**src/asi_pkg.sv**
```systemverilog
package asi_pkg;

    // ------------------------------------------------------------------------
    // Micro-op encoding, class in the top two bits
    // ------------------------------------------------------------------------

    typedef enum logic [4:0] {
        aessub_enc    = 5'b01_000,   // bit 0 set = decrypt, bit 1 set = rotate
        aessub_encrot = 5'b01_010,
        aessub_dec    = 5'b01_001,
        aessub_decrot = 5'b01_011,
        aesmix_enc    = 5'b01_100,   // bit 2 picks MixColumns
        aesmix_dec    = 5'b01_101,
        sha256_s0     = 5'b10_000,   // Low bits give sigma number
        sha256_s1     = 5'b10_001,
        sha256_s2     = 5'b10_010,
        sha256_s3     = 5'b10_011,
        sha3_xy       = 5'b11_000,
        sha3_x1       = 5'b11_001,
        sha3_x2       = 5'b11_010,
        sha3_x4       = 5'b11_011,
        sha3_yx       = 5'b11_100
    } asi_uop_e;

    typedef enum logic [1:0] {
        cls_aes  = 2'b01,
        cls_sha2 = 2'b10,
        cls_sha3 = 2'b11
    } asi_class_e;

    // Byte-serial AES unit FSM
    typedef enum logic [1:0] {
        idle   = 2'd0,
        busy   = 2'd1,
        finish = 2'd2
    } asi_fsm_e;

    typedef struct packed {
        asi_uop_e    uop;
        logic [31:0] rs1;
        logic [31:0] rs2;
        logic [1:0]  shamt;   // Post-shift for SHA-3 index
    } asi_req_t;

    // ------------------------------------------------------------------------
    // GF(2^8) arithmetic, polynomial x^8 + x^4 + x^3 + x + 1
    // ------------------------------------------------------------------------

    function automatic logic [7:0] aes_xtime(input logic [7:0] b);
        return {b[6:0], 1'b0} ^ (b[7] ? 8'h1b : 8'h00);
    endfunction

    function automatic logic [7:0] rotl8(input logic [7:0] b, input int unsigned n);
        return (b << n) | (b >> (8 - n));
    endfunction

    function automatic logic [7:0] gf_mul(input logic [7:0] a, input logic [7:0] b);
        logic [7:0] acc;
        logic [7:0] p;
        acc = 8'h00;
        p   = a;
        for (int i = 0; i < 8; i++) begin
            if (b[i]) acc = acc ^ p;   // Shift-and-add
            p = aes_xtime(p);
        end
        return acc;
    endfunction

    // Inverse as a^254, zero maps to zero
    function automatic logic [7:0] gf_inv(input logic [7:0] a);
        logic [7:0] sq;
        logic [7:0] acc;
        sq  = a;
        acc = 8'h01;
        for (int i = 1; i < 8; i++) begin
            sq  = gf_mul(sq, sq);    // a^(2^i)
            acc = gf_mul(acc, sq);
        end
        return acc;
    endfunction

    function automatic logic [7:0] aes_sbox_fwd(input logic [7:0] b);
        logic [7:0] v;
        v = gf_inv(b);
        return v ^ rotl8(v, 1) ^ rotl8(v, 2) ^ rotl8(v, 3) ^ rotl8(v, 4) ^ 8'h63;
    endfunction

    function automatic logic [7:0] aes_sbox_inv(input logic [7:0] b);
        logic [7:0] v;
        v = rotl8(b, 1) ^ rotl8(b, 3) ^ rotl8(b, 6) ^ 8'h05;   // Undo affine map first
        return gf_inv(v);
    endfunction

endpackage

```
**src/asi_sha256.sv**
```systemverilog
`timescale 1ns/1ns

module asi_sha256 (
    input  logic [31:0] rs1,
    input  logic [1:0]  ss,       // Which sigma
    output logic [31:0] result
);

    function automatic logic [31:0] rotr(input logic [31:0] w, input int unsigned n);
        return (w >> n) | (w << (32 - n));
    endfunction

    // Small sigmas for message schedule, big ones for compression
    always_comb begin
        case (ss)
            2'd0: begin
                result = rotr(rs1, 7) ^ rotr(rs1, 18) ^ (rs1 >> 3);     // sigma0
            end
            2'd1: begin
                result = rotr(rs1, 17) ^ rotr(rs1, 19) ^ (rs1 >> 10);   // sigma1
            end
            2'd2: begin
                result = rotr(rs1, 2) ^ rotr(rs1, 13) ^ rotr(rs1, 22);  // Sigma0
            end
            default: begin
                result = rotr(rs1, 6) ^ rotr(rs1, 11) ^ rotr(rs1, 25);  // Sigma1
            end
        endcase
    end

endmodule

```
**src/asi_sha3.sv**
```systemverilog
`timescale 1ns/1ns

module asi_sha3 (
    input  logic [31:0] rs1,
    input  logic [31:0] rs2,
    input  logic [1:0]  shamt,    // Post-shift of lane index
    input  logic [4:0]  fn,       // One-hot xy, x1, x2, x4, yx
    output logic [31:0] result
);

    logic [2:0] x;
    logic [2:0] y;
    logic [2:0] x_p1;
    logic [2:0] x_p2;
    logic [2:0] x_p4;
    logic [2:0] t_yx;     // (2x + 3y) mod 5
    logic [4:0] idx;

    // Lane index within the 5x5 state
    function automatic logic [4:0] lane(input logic [2:0] a, input logic [2:0] b);
        return 5'(a) + 5'(b) * 5'd5;
    endfunction

    assign x = 3'(rs1 % 32'd5);
    assign y = 3'(rs2 % 32'd5);

    assign x_p1 = 3'((4'(x) + 4'd1) % 4'd5);
    assign x_p2 = 3'((4'(x) + 4'd2) % 4'd5);
    assign x_p4 = 3'((4'(x) + 4'd4) % 4'd5);
    assign t_yx = 3'((5'(x) * 5'd2 + 5'(y) * 5'd3) % 5'd5);

    always_comb begin
        idx = ({5{fn[0]}} & lane(x, y))    |
              ({5{fn[1]}} & lane(x_p1, y)) |
              ({5{fn[2]}} & lane(x_p2, y)) |
              ({5{fn[3]}} & lane(x_p4, y)) |
              ({5{fn[4]}} & lane(y, t_yx));   // Rho-pi style swap
    end

    // Index at most 24, shifted by up to 3 still fits a byte
    assign result = {24'b0, 8'(idx) << shamt};

endmodule

```
**src/asi_aessub.sv**
```systemverilog
`timescale 1ns/1ns

module asi_aessub (
    input  logic        g_clk,
    input  logic        rst,
    input  logic        start,    // Level, drop to abort
    input  logic        enc,      // Forward S-box when set
    input  logic        rot,      // Rotate result left one byte
    input  logic [31:0] rs1,
    input  logic [31:0] rs2,
    output logic        done,     // One-cycle pulse
    output logic [31:0] result
);
    import asi_pkg::*;

    asi_fsm_e    state;
    logic [1:0]  cnt;         // Byte being substituted
    logic [31:0] in_word;
    logic [7:0]  sbox_in;
    logic [7:0]  sbox_out;
    logic        take;        // Write a byte this cycle
    logic [31:0] res_q;

    // ------------------------------------------------------------------------
    // Byte path through the single S-box
    // ------------------------------------------------------------------------

    assign in_word  = {rs2[31:16], rs1[15:0]};    // Two half-words of state
    assign sbox_in  = in_word[{cnt, 3'b000} +: 8];
    assign sbox_out = enc ? aes_sbox_fwd(sbox_in) : aes_sbox_inv(sbox_in);

    // Byte 0 goes in the same cycle as start
    assign take = start && ((state == idle) || (state == busy));

    always_ff @(posedge g_clk) begin
        if (take) begin
            res_q[{cnt, 3'b000} +: 8] <= sbox_out;
        end
    end

    // ------------------------------------------------------------------------
    // Control FSM
    // ------------------------------------------------------------------------

    always_ff @(posedge g_clk) begin
        if (rst) begin
            state <= idle;
            cnt   <= 2'd0;
        end else begin
            case (state)
                idle: begin
                    if (start) begin
                        state <= busy;
                        cnt   <= cnt + 2'd1;
                    end
                end
                busy: begin
                    if (!start) begin
                        state <= idle;    // Abort
                        cnt   <= 2'd0;
                    end else begin
                        cnt <= cnt + 2'd1;            // Wraps to 0 after byte 3
                        if (cnt == 2'd3) begin
                            state <= finish;
                        end
                    end
                end
                finish: begin
                    state <= idle;        // Free again next cycle
                    cnt   <= 2'd0;
                end
                default: begin
                    state <= idle;
                    cnt   <= 2'd0;
                end
            endcase
        end
    end

    assign done = (state == finish);

    // Optional byte rotation applied on the way out
    always_comb begin
        if (!done) begin
            result = 32'b0;
        end else if (rot) begin
            result = {res_q[23:0], res_q[31:24]};
        end else begin
            result = res_q;
        end
    end

endmodule

```
**src/asi_aesmix.sv**
```systemverilog
`timescale 1ns/1ns

module asi_aesmix (
    input  logic        g_clk,
    input  logic        rst,
    input  logic        start,    // Level, drop to abort
    input  logic        enc,      // Forward MixColumns when set
    input  logic [31:0] rs1,      // One column, byte 0 is row 0
    output logic        done,
    output logic [31:0] result
);
    import asi_pkg::*;

    asi_fsm_e        state;
    logic [1:0]      cnt;     // Output row
    logic [63:0]     dbl;     // Column twice, for wrap-around select
    logic [3:0][7:0] b;       // Column rotated so current row is b[0]
    logic [3:0][7:0] b2;
    logic [3:0][7:0] b4;
    logic [3:0][7:0] b8;
    logic [7:0]      row;
    logic [31:0]     res_q;

    assign dbl = {rs1, rs1};
    assign b   = dbl[{cnt, 3'b000} +: 32];

    always_comb begin
        for (int k = 0; k < 4; k++) begin
            b2[k] = aes_xtime(b[k]);
            b4[k] = aes_xtime(b2[k]);
            b8[k] = aes_xtime(b4[k]);
        end
        if (enc) begin
            row = b2[0] ^ (b2[1] ^ b[1]) ^ b[2] ^ b[3];                  // 2 3 1 1
        end else begin
            row = (b8[0] ^ b4[0] ^ b2[0]) ^ (b8[1] ^ b2[1] ^ b[1]) ^     // 14 11
                  (b8[2] ^ b4[2] ^ b[2]) ^ (b8[3] ^ b[3]);               // 13 9
        end
    end

    always_ff @(posedge g_clk) begin
        if (start && ((state == idle) || (state == busy))) begin
            res_q[{cnt, 3'b000} +: 8] <= row;
        end
    end

    // Same sequencing as SubBytes: four bytes, then a done cycle
    always_ff @(posedge g_clk) begin
        if (rst) begin
            state <= idle;
            cnt   <= 2'd0;
        end else if ((state == finish) || !start) begin
            state <= idle;
            cnt   <= 2'd0;
        end else begin
            cnt <= cnt + 2'd1;
            if (cnt == 2'd3) begin
                state <= finish;
            end else begin
                state <= busy;
            end
        end
    end

    assign done   = (state == finish);
    assign result = done ? res_q : 32'b0;

endmodule

```
**src/asi_ctrl.sv**
```systemverilog
`timescale 1ns/1ns

module asi_ctrl (
    input  logic              g_clk,
    input  logic              rst,
    input  logic              valid,        // Held until ready
    input  logic              flush,        // Abandon current op
    input  asi_pkg::asi_req_t req,
    output logic [31:0]       sha2_rs1,
    output logic [1:0]        sha2_ss,
    output logic [4:0]        sha3_fn,      // One-hot
    output logic              sub_start,
    output logic              sub_enc,
    output logic              sub_rot,
    output logic              mix_start,
    output logic              mix_enc,
    input  logic              sub_done,
    input  logic [31:0]       sub_result,
    input  logic              mix_done,
    input  logic [31:0]       mix_result,
    input  logic [31:0]       sha2_result,
    input  logic [31:0]       sha3_result,
    output logic              ready,        // One-cycle pulse
    output logic [31:0]       result
);
    import asi_pkg::*;

    asi_class_e cls;
    logic       accept;         // Valid and not being flushed
    logic       flush_q;        // Flush seen last cycle
    logic       insn_aes;
    logic       insn_sub;
    logic       insn_mix;
    logic       insn_sha2;
    logic       insn_sha3;
    logic       sub_ready;
    logic       mix_ready;

    // ------------------------------------------------------------------------
    // Decode
    // ------------------------------------------------------------------------

    assign cls    = asi_class_e'(req.uop[4:3]);
    assign accept = valid && !flush;

    assign insn_aes  = accept && (cls == cls_aes);
    assign insn_sub  = insn_aes && !req.uop[2];
    assign insn_mix  = insn_aes &&  req.uop[2];
    assign insn_sha2 = accept && (cls == cls_sha2);
    assign insn_sha3 = accept && (cls == cls_sha3);

    assign sha3_fn[0] = accept && (req.uop == sha3_xy);
    assign sha3_fn[1] = accept && (req.uop == sha3_x1);
    assign sha3_fn[2] = accept && (req.uop == sha3_x2);
    assign sha3_fn[3] = accept && (req.uop == sha3_x4);
    assign sha3_fn[4] = accept && (req.uop == sha3_yx);

    // Keeps both AES units parked for a cycle after flush
    always_ff @(posedge g_clk) begin
        if (rst) begin
            flush_q <= 1'b0;
        end else begin
            flush_q <= flush;
        end
    end

    // ------------------------------------------------------------------------
    // Operand gating and unit controls
    // ------------------------------------------------------------------------

    assign sha2_rs1  = {32{insn_sha2}} & req.rs1;   // Quiet when unused
    assign sha2_ss   = req.uop[1:0];

    assign sub_start = insn_sub && !flush_q;        // Low level aborts
    assign sub_enc   = !req.uop[0];
    assign sub_rot   =  req.uop[1];

    assign mix_start = insn_mix && !flush_q;
    assign mix_enc   = !req.uop[0];

    // ------------------------------------------------------------------------
    // Result select and ready
    // ------------------------------------------------------------------------

    assign sub_ready = sub_start && sub_done;
    assign mix_ready = mix_start && mix_done;

    assign ready = insn_sha2 || insn_sha3 || sub_ready || mix_ready;

    assign result = ({32{insn_sha2}} & sha2_result) |
                    ({32{insn_sha3}} & sha3_result) |
                    ({32{sub_ready}} & sub_result)  |
                    ({32{mix_ready}} & mix_result);

endmodule

```
**src/asi_top.sv**
```systemverilog
`timescale 1ns/1ns

module asi_top (
    input  logic              g_clk,
    input  logic              rst,
    input  logic              valid,
    input  logic              flush,
    input  asi_pkg::asi_req_t req,
    output logic              ready,
    output logic [31:0]       result
);

    logic [31:0] sha2_rs1;
    logic [1:0]  sha2_ss;
    logic [4:0]  sha3_fn;
    logic        sub_start;
    logic        sub_enc;
    logic        sub_rot;
    logic        mix_start;
    logic        mix_enc;
    logic        sub_done;
    logic [31:0] sub_result;
    logic        mix_done;
    logic [31:0] mix_result;
    logic [31:0] sha2_result;
    logic [31:0] sha3_result;

    // ------------------------------------------------------------------------
    // Decode, gating and result mux
    // ------------------------------------------------------------------------

    asi_ctrl asi_ctrl_i (
        .g_clk      (g_clk),
        .rst        (rst),
        .valid      (valid),
        .flush      (flush),
        .req        (req),
        .sha2_rs1   (sha2_rs1),
        .sha2_ss    (sha2_ss),
        .sha3_fn    (sha3_fn),
        .sub_start  (sub_start),
        .sub_enc    (sub_enc),
        .sub_rot    (sub_rot),
        .mix_start  (mix_start),
        .mix_enc    (mix_enc),
        .sub_done   (sub_done),
        .sub_result (sub_result),
        .mix_done   (mix_done),
        .mix_result (mix_result),
        .sha2_result(sha2_result),
        .sha3_result(sha3_result),
        .ready      (ready),
        .result     (result)
    );

    // ------------------------------------------------------------------------
    // Datapaths
    // ------------------------------------------------------------------------

    asi_sha256 asi_sha256_i (
        .rs1   (sha2_rs1),       // Already gated
        .ss    (sha2_ss),
        .result(sha2_result)
    );

    asi_sha3 asi_sha3_i (
        .rs1   (req.rs1),
        .rs2   (req.rs2),
        .shamt (req.shamt),
        .fn    (sha3_fn),        // All zero when idle
        .result(sha3_result)
    );

    asi_aessub asi_aessub_i (
        .g_clk (g_clk),
        .rst   (rst),
        .start (sub_start),
        .enc   (sub_enc),
        .rot   (sub_rot),
        .rs1   (req.rs1),
        .rs2   (req.rs2),
        .done  (sub_done),
        .result(sub_result)
    );

    asi_aesmix asi_aesmix_i (
        .g_clk (g_clk),
        .rst   (rst),
        .start (mix_start),
        .enc   (mix_enc),
        .rs1   (req.rs1),        // Single column
        .done  (mix_done),
        .result(mix_result)
    );

endmodule

```
**config.mk**
```make
export PLATFORM = sky130hd
export DESIGN_NAME = asi_top
export DESIGN_NICKNAME = d
export VERILOG_FILES = /design/src/asi_pkg.sv /design/src/asi_sha256.sv /design/src/asi_sha3.sv /design/src/asi_aessub.sv /design/src/asi_aesmix.sv /design/src/asi_ctrl.sv /design/src/asi_top.sv
export SDC_FILE = /design/constraint.sdc
export NUM_CORES = 2
export LEC_CHECK = 0
export BUFFER_PORTS_ARGS = -buffer_cell sky130_fd_sc_hd__buf_4
export CAP_MARGIN = 20
export CORE_MARGIN = 1.5
export CORE_UTILIZATION = 50
export CTS_BUF_LIST = sky130_fd_sc_hd__clkbuf_4 sky130_fd_sc_hd__clkbuf_8 sky130_fd_sc_hd__clkbuf_16
export DETAILED_ROUTE_END_ITERATION = 8
export HOLD_SLACK_MARGIN = 0.08
export PLACE_DENSITY = 0.64
export REMOVE_ABC_BUFFERS = 1
export SYNTH_ARGS = -nofsm -noshare
export SYNTH_HDL_FRONTEND = slang
export SYNTH_SLANG_ARGS = --single-unit
```
**constraint.sdc**
```tcl
create_clock -name g_clk -period 52.6 [get_ports g_clk]
set_input_delay 15.78 -clock g_clk [delete_from_list [all_inputs] [get_ports g_clk]]
set_output_delay 15.78 -clock g_clk [all_outputs]
set_load 0.05 [all_outputs]
```
==> flow_metrics.env <==
export IMPL_synth_edf_count=64
export IMPL_hold_slack_ps=506
export IMPL_gr_total_overflow=0
export IMPL_io_buffers=107
export IMPL_drc=0
export IMPL_yosysMostFrequentCell="xnor2_1"
export IMPL_ys_flop_type="edfxtp_1"
export IMPL_hpwl_um=95200
export IMPL_fin_setup_tns_ps=0
export IMPL_detail_route_antenna_nets=0
export IMPL_ys_seq_area_frac=0.0487
export IMPL_seq_area_um2=2100
export IMPL_maxCapViolations=0
export IMPL_final_cell_area_um2=45100
export IMPL_yosysTopAreaCell="xnor2_1"
export IMPL_yosys_area_top_type_share=0.197
export IMPL_htree_levels=3
export IMPL_routed_via_count=41200
export IMPL_critPathKind="input pin to output pin"
export IMPL_root_buffer="clkbuf_16"
export IMPL_yosysWarnings=0
export IMPL_drtPass1Iterations=7
export IMPL_ys_async_sr_fraction=0
export IMPL_end_kind="output pin"
export IMPL_grt_max_degree=73
export IMPL_critPathMostFrequentCell="ha_1"
export IMPL_viasPerCell=6.15
export IMPL_clockBufferDepth=2
export IMPL_netlist_instances=5696
export IMPL_nets=5694
export IMPL_final_min_clock_period_ps=50910
export IMPL_die_w_um=297
export IMPL_tightest_slew_ps=1220
export IMPL_antenna_found_initial=7
export IMPL_synth_cell_types=121
export IMPL_drive_gt1_frac=0.0960
export IMPL_grt_total_usage=0.286
export IMPL_cp_arrival_ps=35130
export IMPL_drv_slew=0
export IMPL_ios=108
export IMPL_fin_skew_ps=5.10
export IMPL_syn_to_final_growth_pct=4.41
export IMPL_coreArea_um2=85400
export IMPL_cts_buffers=9
export IMPL_fmax_mhz=19.6
export IMPL_synth_area_leaders="xnor2_1, xnor3_1, nor2_1"
export IMPL_drt_iter0_drc=3872
export IMPL_synthesis_area_um2=43200
export IMPL_setup_viol=0
export IMPL_path_clk_slew_ps=60
export IMPL_worst_skew_pair_late_latency_ps=350
export IMPL_rows=107
export IMPL_multi_input_area_um2=39100
export IMPL_avgSynthCellArea_um2=7.58
export IMPL_fillers=8302
export IMPL_wl_per_cell_um=19.6
export IMPL_start_util=0.506
export IMPL_cts_tree="done"
export IMPL_status="finished clean"
export IMPL_synth_common_cells="xnor2_1, nor2_1, nand2_1"
export IMPL_cp_start_kind="input pin"
export IMPL_required_ps=36820
export IMPL_synth_seq_cells=73
export IMPL_dpl_cell_area_um2=44700
export IMPL_slowest_delay_ps=740
export IMPL_grt_pass1_vias=38400
export IMPL_cp_slowest_cell="a2111oi_0"
export IMPL_path_max_fanout=15
export IMPL_gp_congestion=0.919
export IMPL_hp_class="flop to flop"
export IMPL_fin_crit_sh=0.968
export IMPL_die_y_um=297
export IMPL_numClockSinks=73
export IMPL_slew_limit_headroom=0.186
export IMPL_grt_pass1_wl_um=212000
export IMPL_hold_violations=0
export IMPL_dieArea_um2=88200
export IMPL_wl_um=131000
placed cells by master (no fill, tap or decap), types with 61 or more instances in the layout:
cell	instances
xor2_1	282
o211ai_1	63
a211oi_1	61
nand3_1	150
o21ai_0	267
inv_1	90
xnor3_1	175
edfxtp_1	64
nand2_1	465
nor2_1	744
xnor2_1	963
xnor2_2	61
mux2i_1	156
ha_1	74
buf_4	226
nor3_1	132
a21oi_1	334
worst paths after layout:
check	start	to	slack (ps)	depth (start not counted)
max	req[33]	result[5]	1690	70
min	asi_aessub_i.state[1]$_SDFFE_PP0P_	asi_aessub_i.cnt[0]$_SDFFE_PP0P_	510	1
max reg2reg	asi_aessub_i.cnt[1]$_SDFFE_PP0P_	asi_aessub_i.res_q[19]$_DFFE_PP_	34060	49
min reg2reg	asi_aessub_i.state[1]$_SDFFE_PP0P_	asi_aessub_i.cnt[0]$_SDFFE_PP0P_	510	1
kinds of logic (layout without fill, tap and decap cells):
kind of cell    count (synthesis)  count (layout)  share of synthesized area
flops                          73              73                     0.0487
compound gates               1340            1340                      0.208
simple gates                 1895            1895                      0.201
xor+xnor                     1563            1563                      0.407
buf+inv                       519             367                     0.0507
fa+ha+maj                      87              87                     0.0258
mux                           219             219                     0.0593
other cells                     0               5                          0
worst max-delay path: cells and delay by family:
| family | cells | cell delay [ps] |
|---|---|---|
| compound gates | 29 | 8460 |
| simple gates | 19 | 5040 |
| fa+ha+maj | 10 | 3210 |
| xor+xnor | 4 | 1130 |
| buf+inv | 7 | 1100 |
| mux | 1 | 390 |
state kept, by name (all words and copies together), names as in the netlist:
| signal | flops |
|---|---|
| asi_aessub_i.state | 2 |
| asi_ctrl_i.flush_q | 1 |
| asi_aesmix_i.res_q | 32 |
| asi_aesmix_i.state | 2 |
| asi_aesmix_i.cnt | 2 |
| asi_aessub_i.res_q | 32 |
| asi_aessub_i.cnt | 2 |
through the flow:
stage                     instances  setup slack, ps   util
final                          6693             1690  0.528
after global routing           6688            -80.4  0.528
after CTS                      6684              801  0.527
after detailed placement       6668              844  0.523
after global placement         6666             1210  0.523
after floorplan                5300             1630      -
routing by layer:
| layer | track usage | part of all wire |
|---|---|---|
| met3 | 0.0364 | 0.080 |
| met5 | 0 | 0.00065 |
| met2 | 0.459 | 0.45 |
| met1 | 0.408 | 0.45 |
| met4 | 0.0609 | 0.021 |
final cells by class:
class                           count  area share
Sequential cell                    73      0.0467
Antenna cell                        5    0.000277
Inverter                          123      0.0102
Clock buffer                        9     0.00499
Timing Repair Buffer              228      0.0381
Clock inverter                      7     0.00175
Tap cell                         1144      0.0317
Multi-Input combinational cell   5104       0.866
repair_timing:
| item | 4_1_cts | 5_1_grt |
|---|---|---|
| gates resized for setup | 0 | 13 |
| hold endpoints to repair | 0 | 0 |
| hold buffers | 0 | 0 |
| setup endpoints to repair | 0 | 7 |
| setup buffers | 0 | 2 |
Power is left out: the tool's default activity adds up to more than one toggle a clock period on the data nets, which glitch-free logic cannot reach.
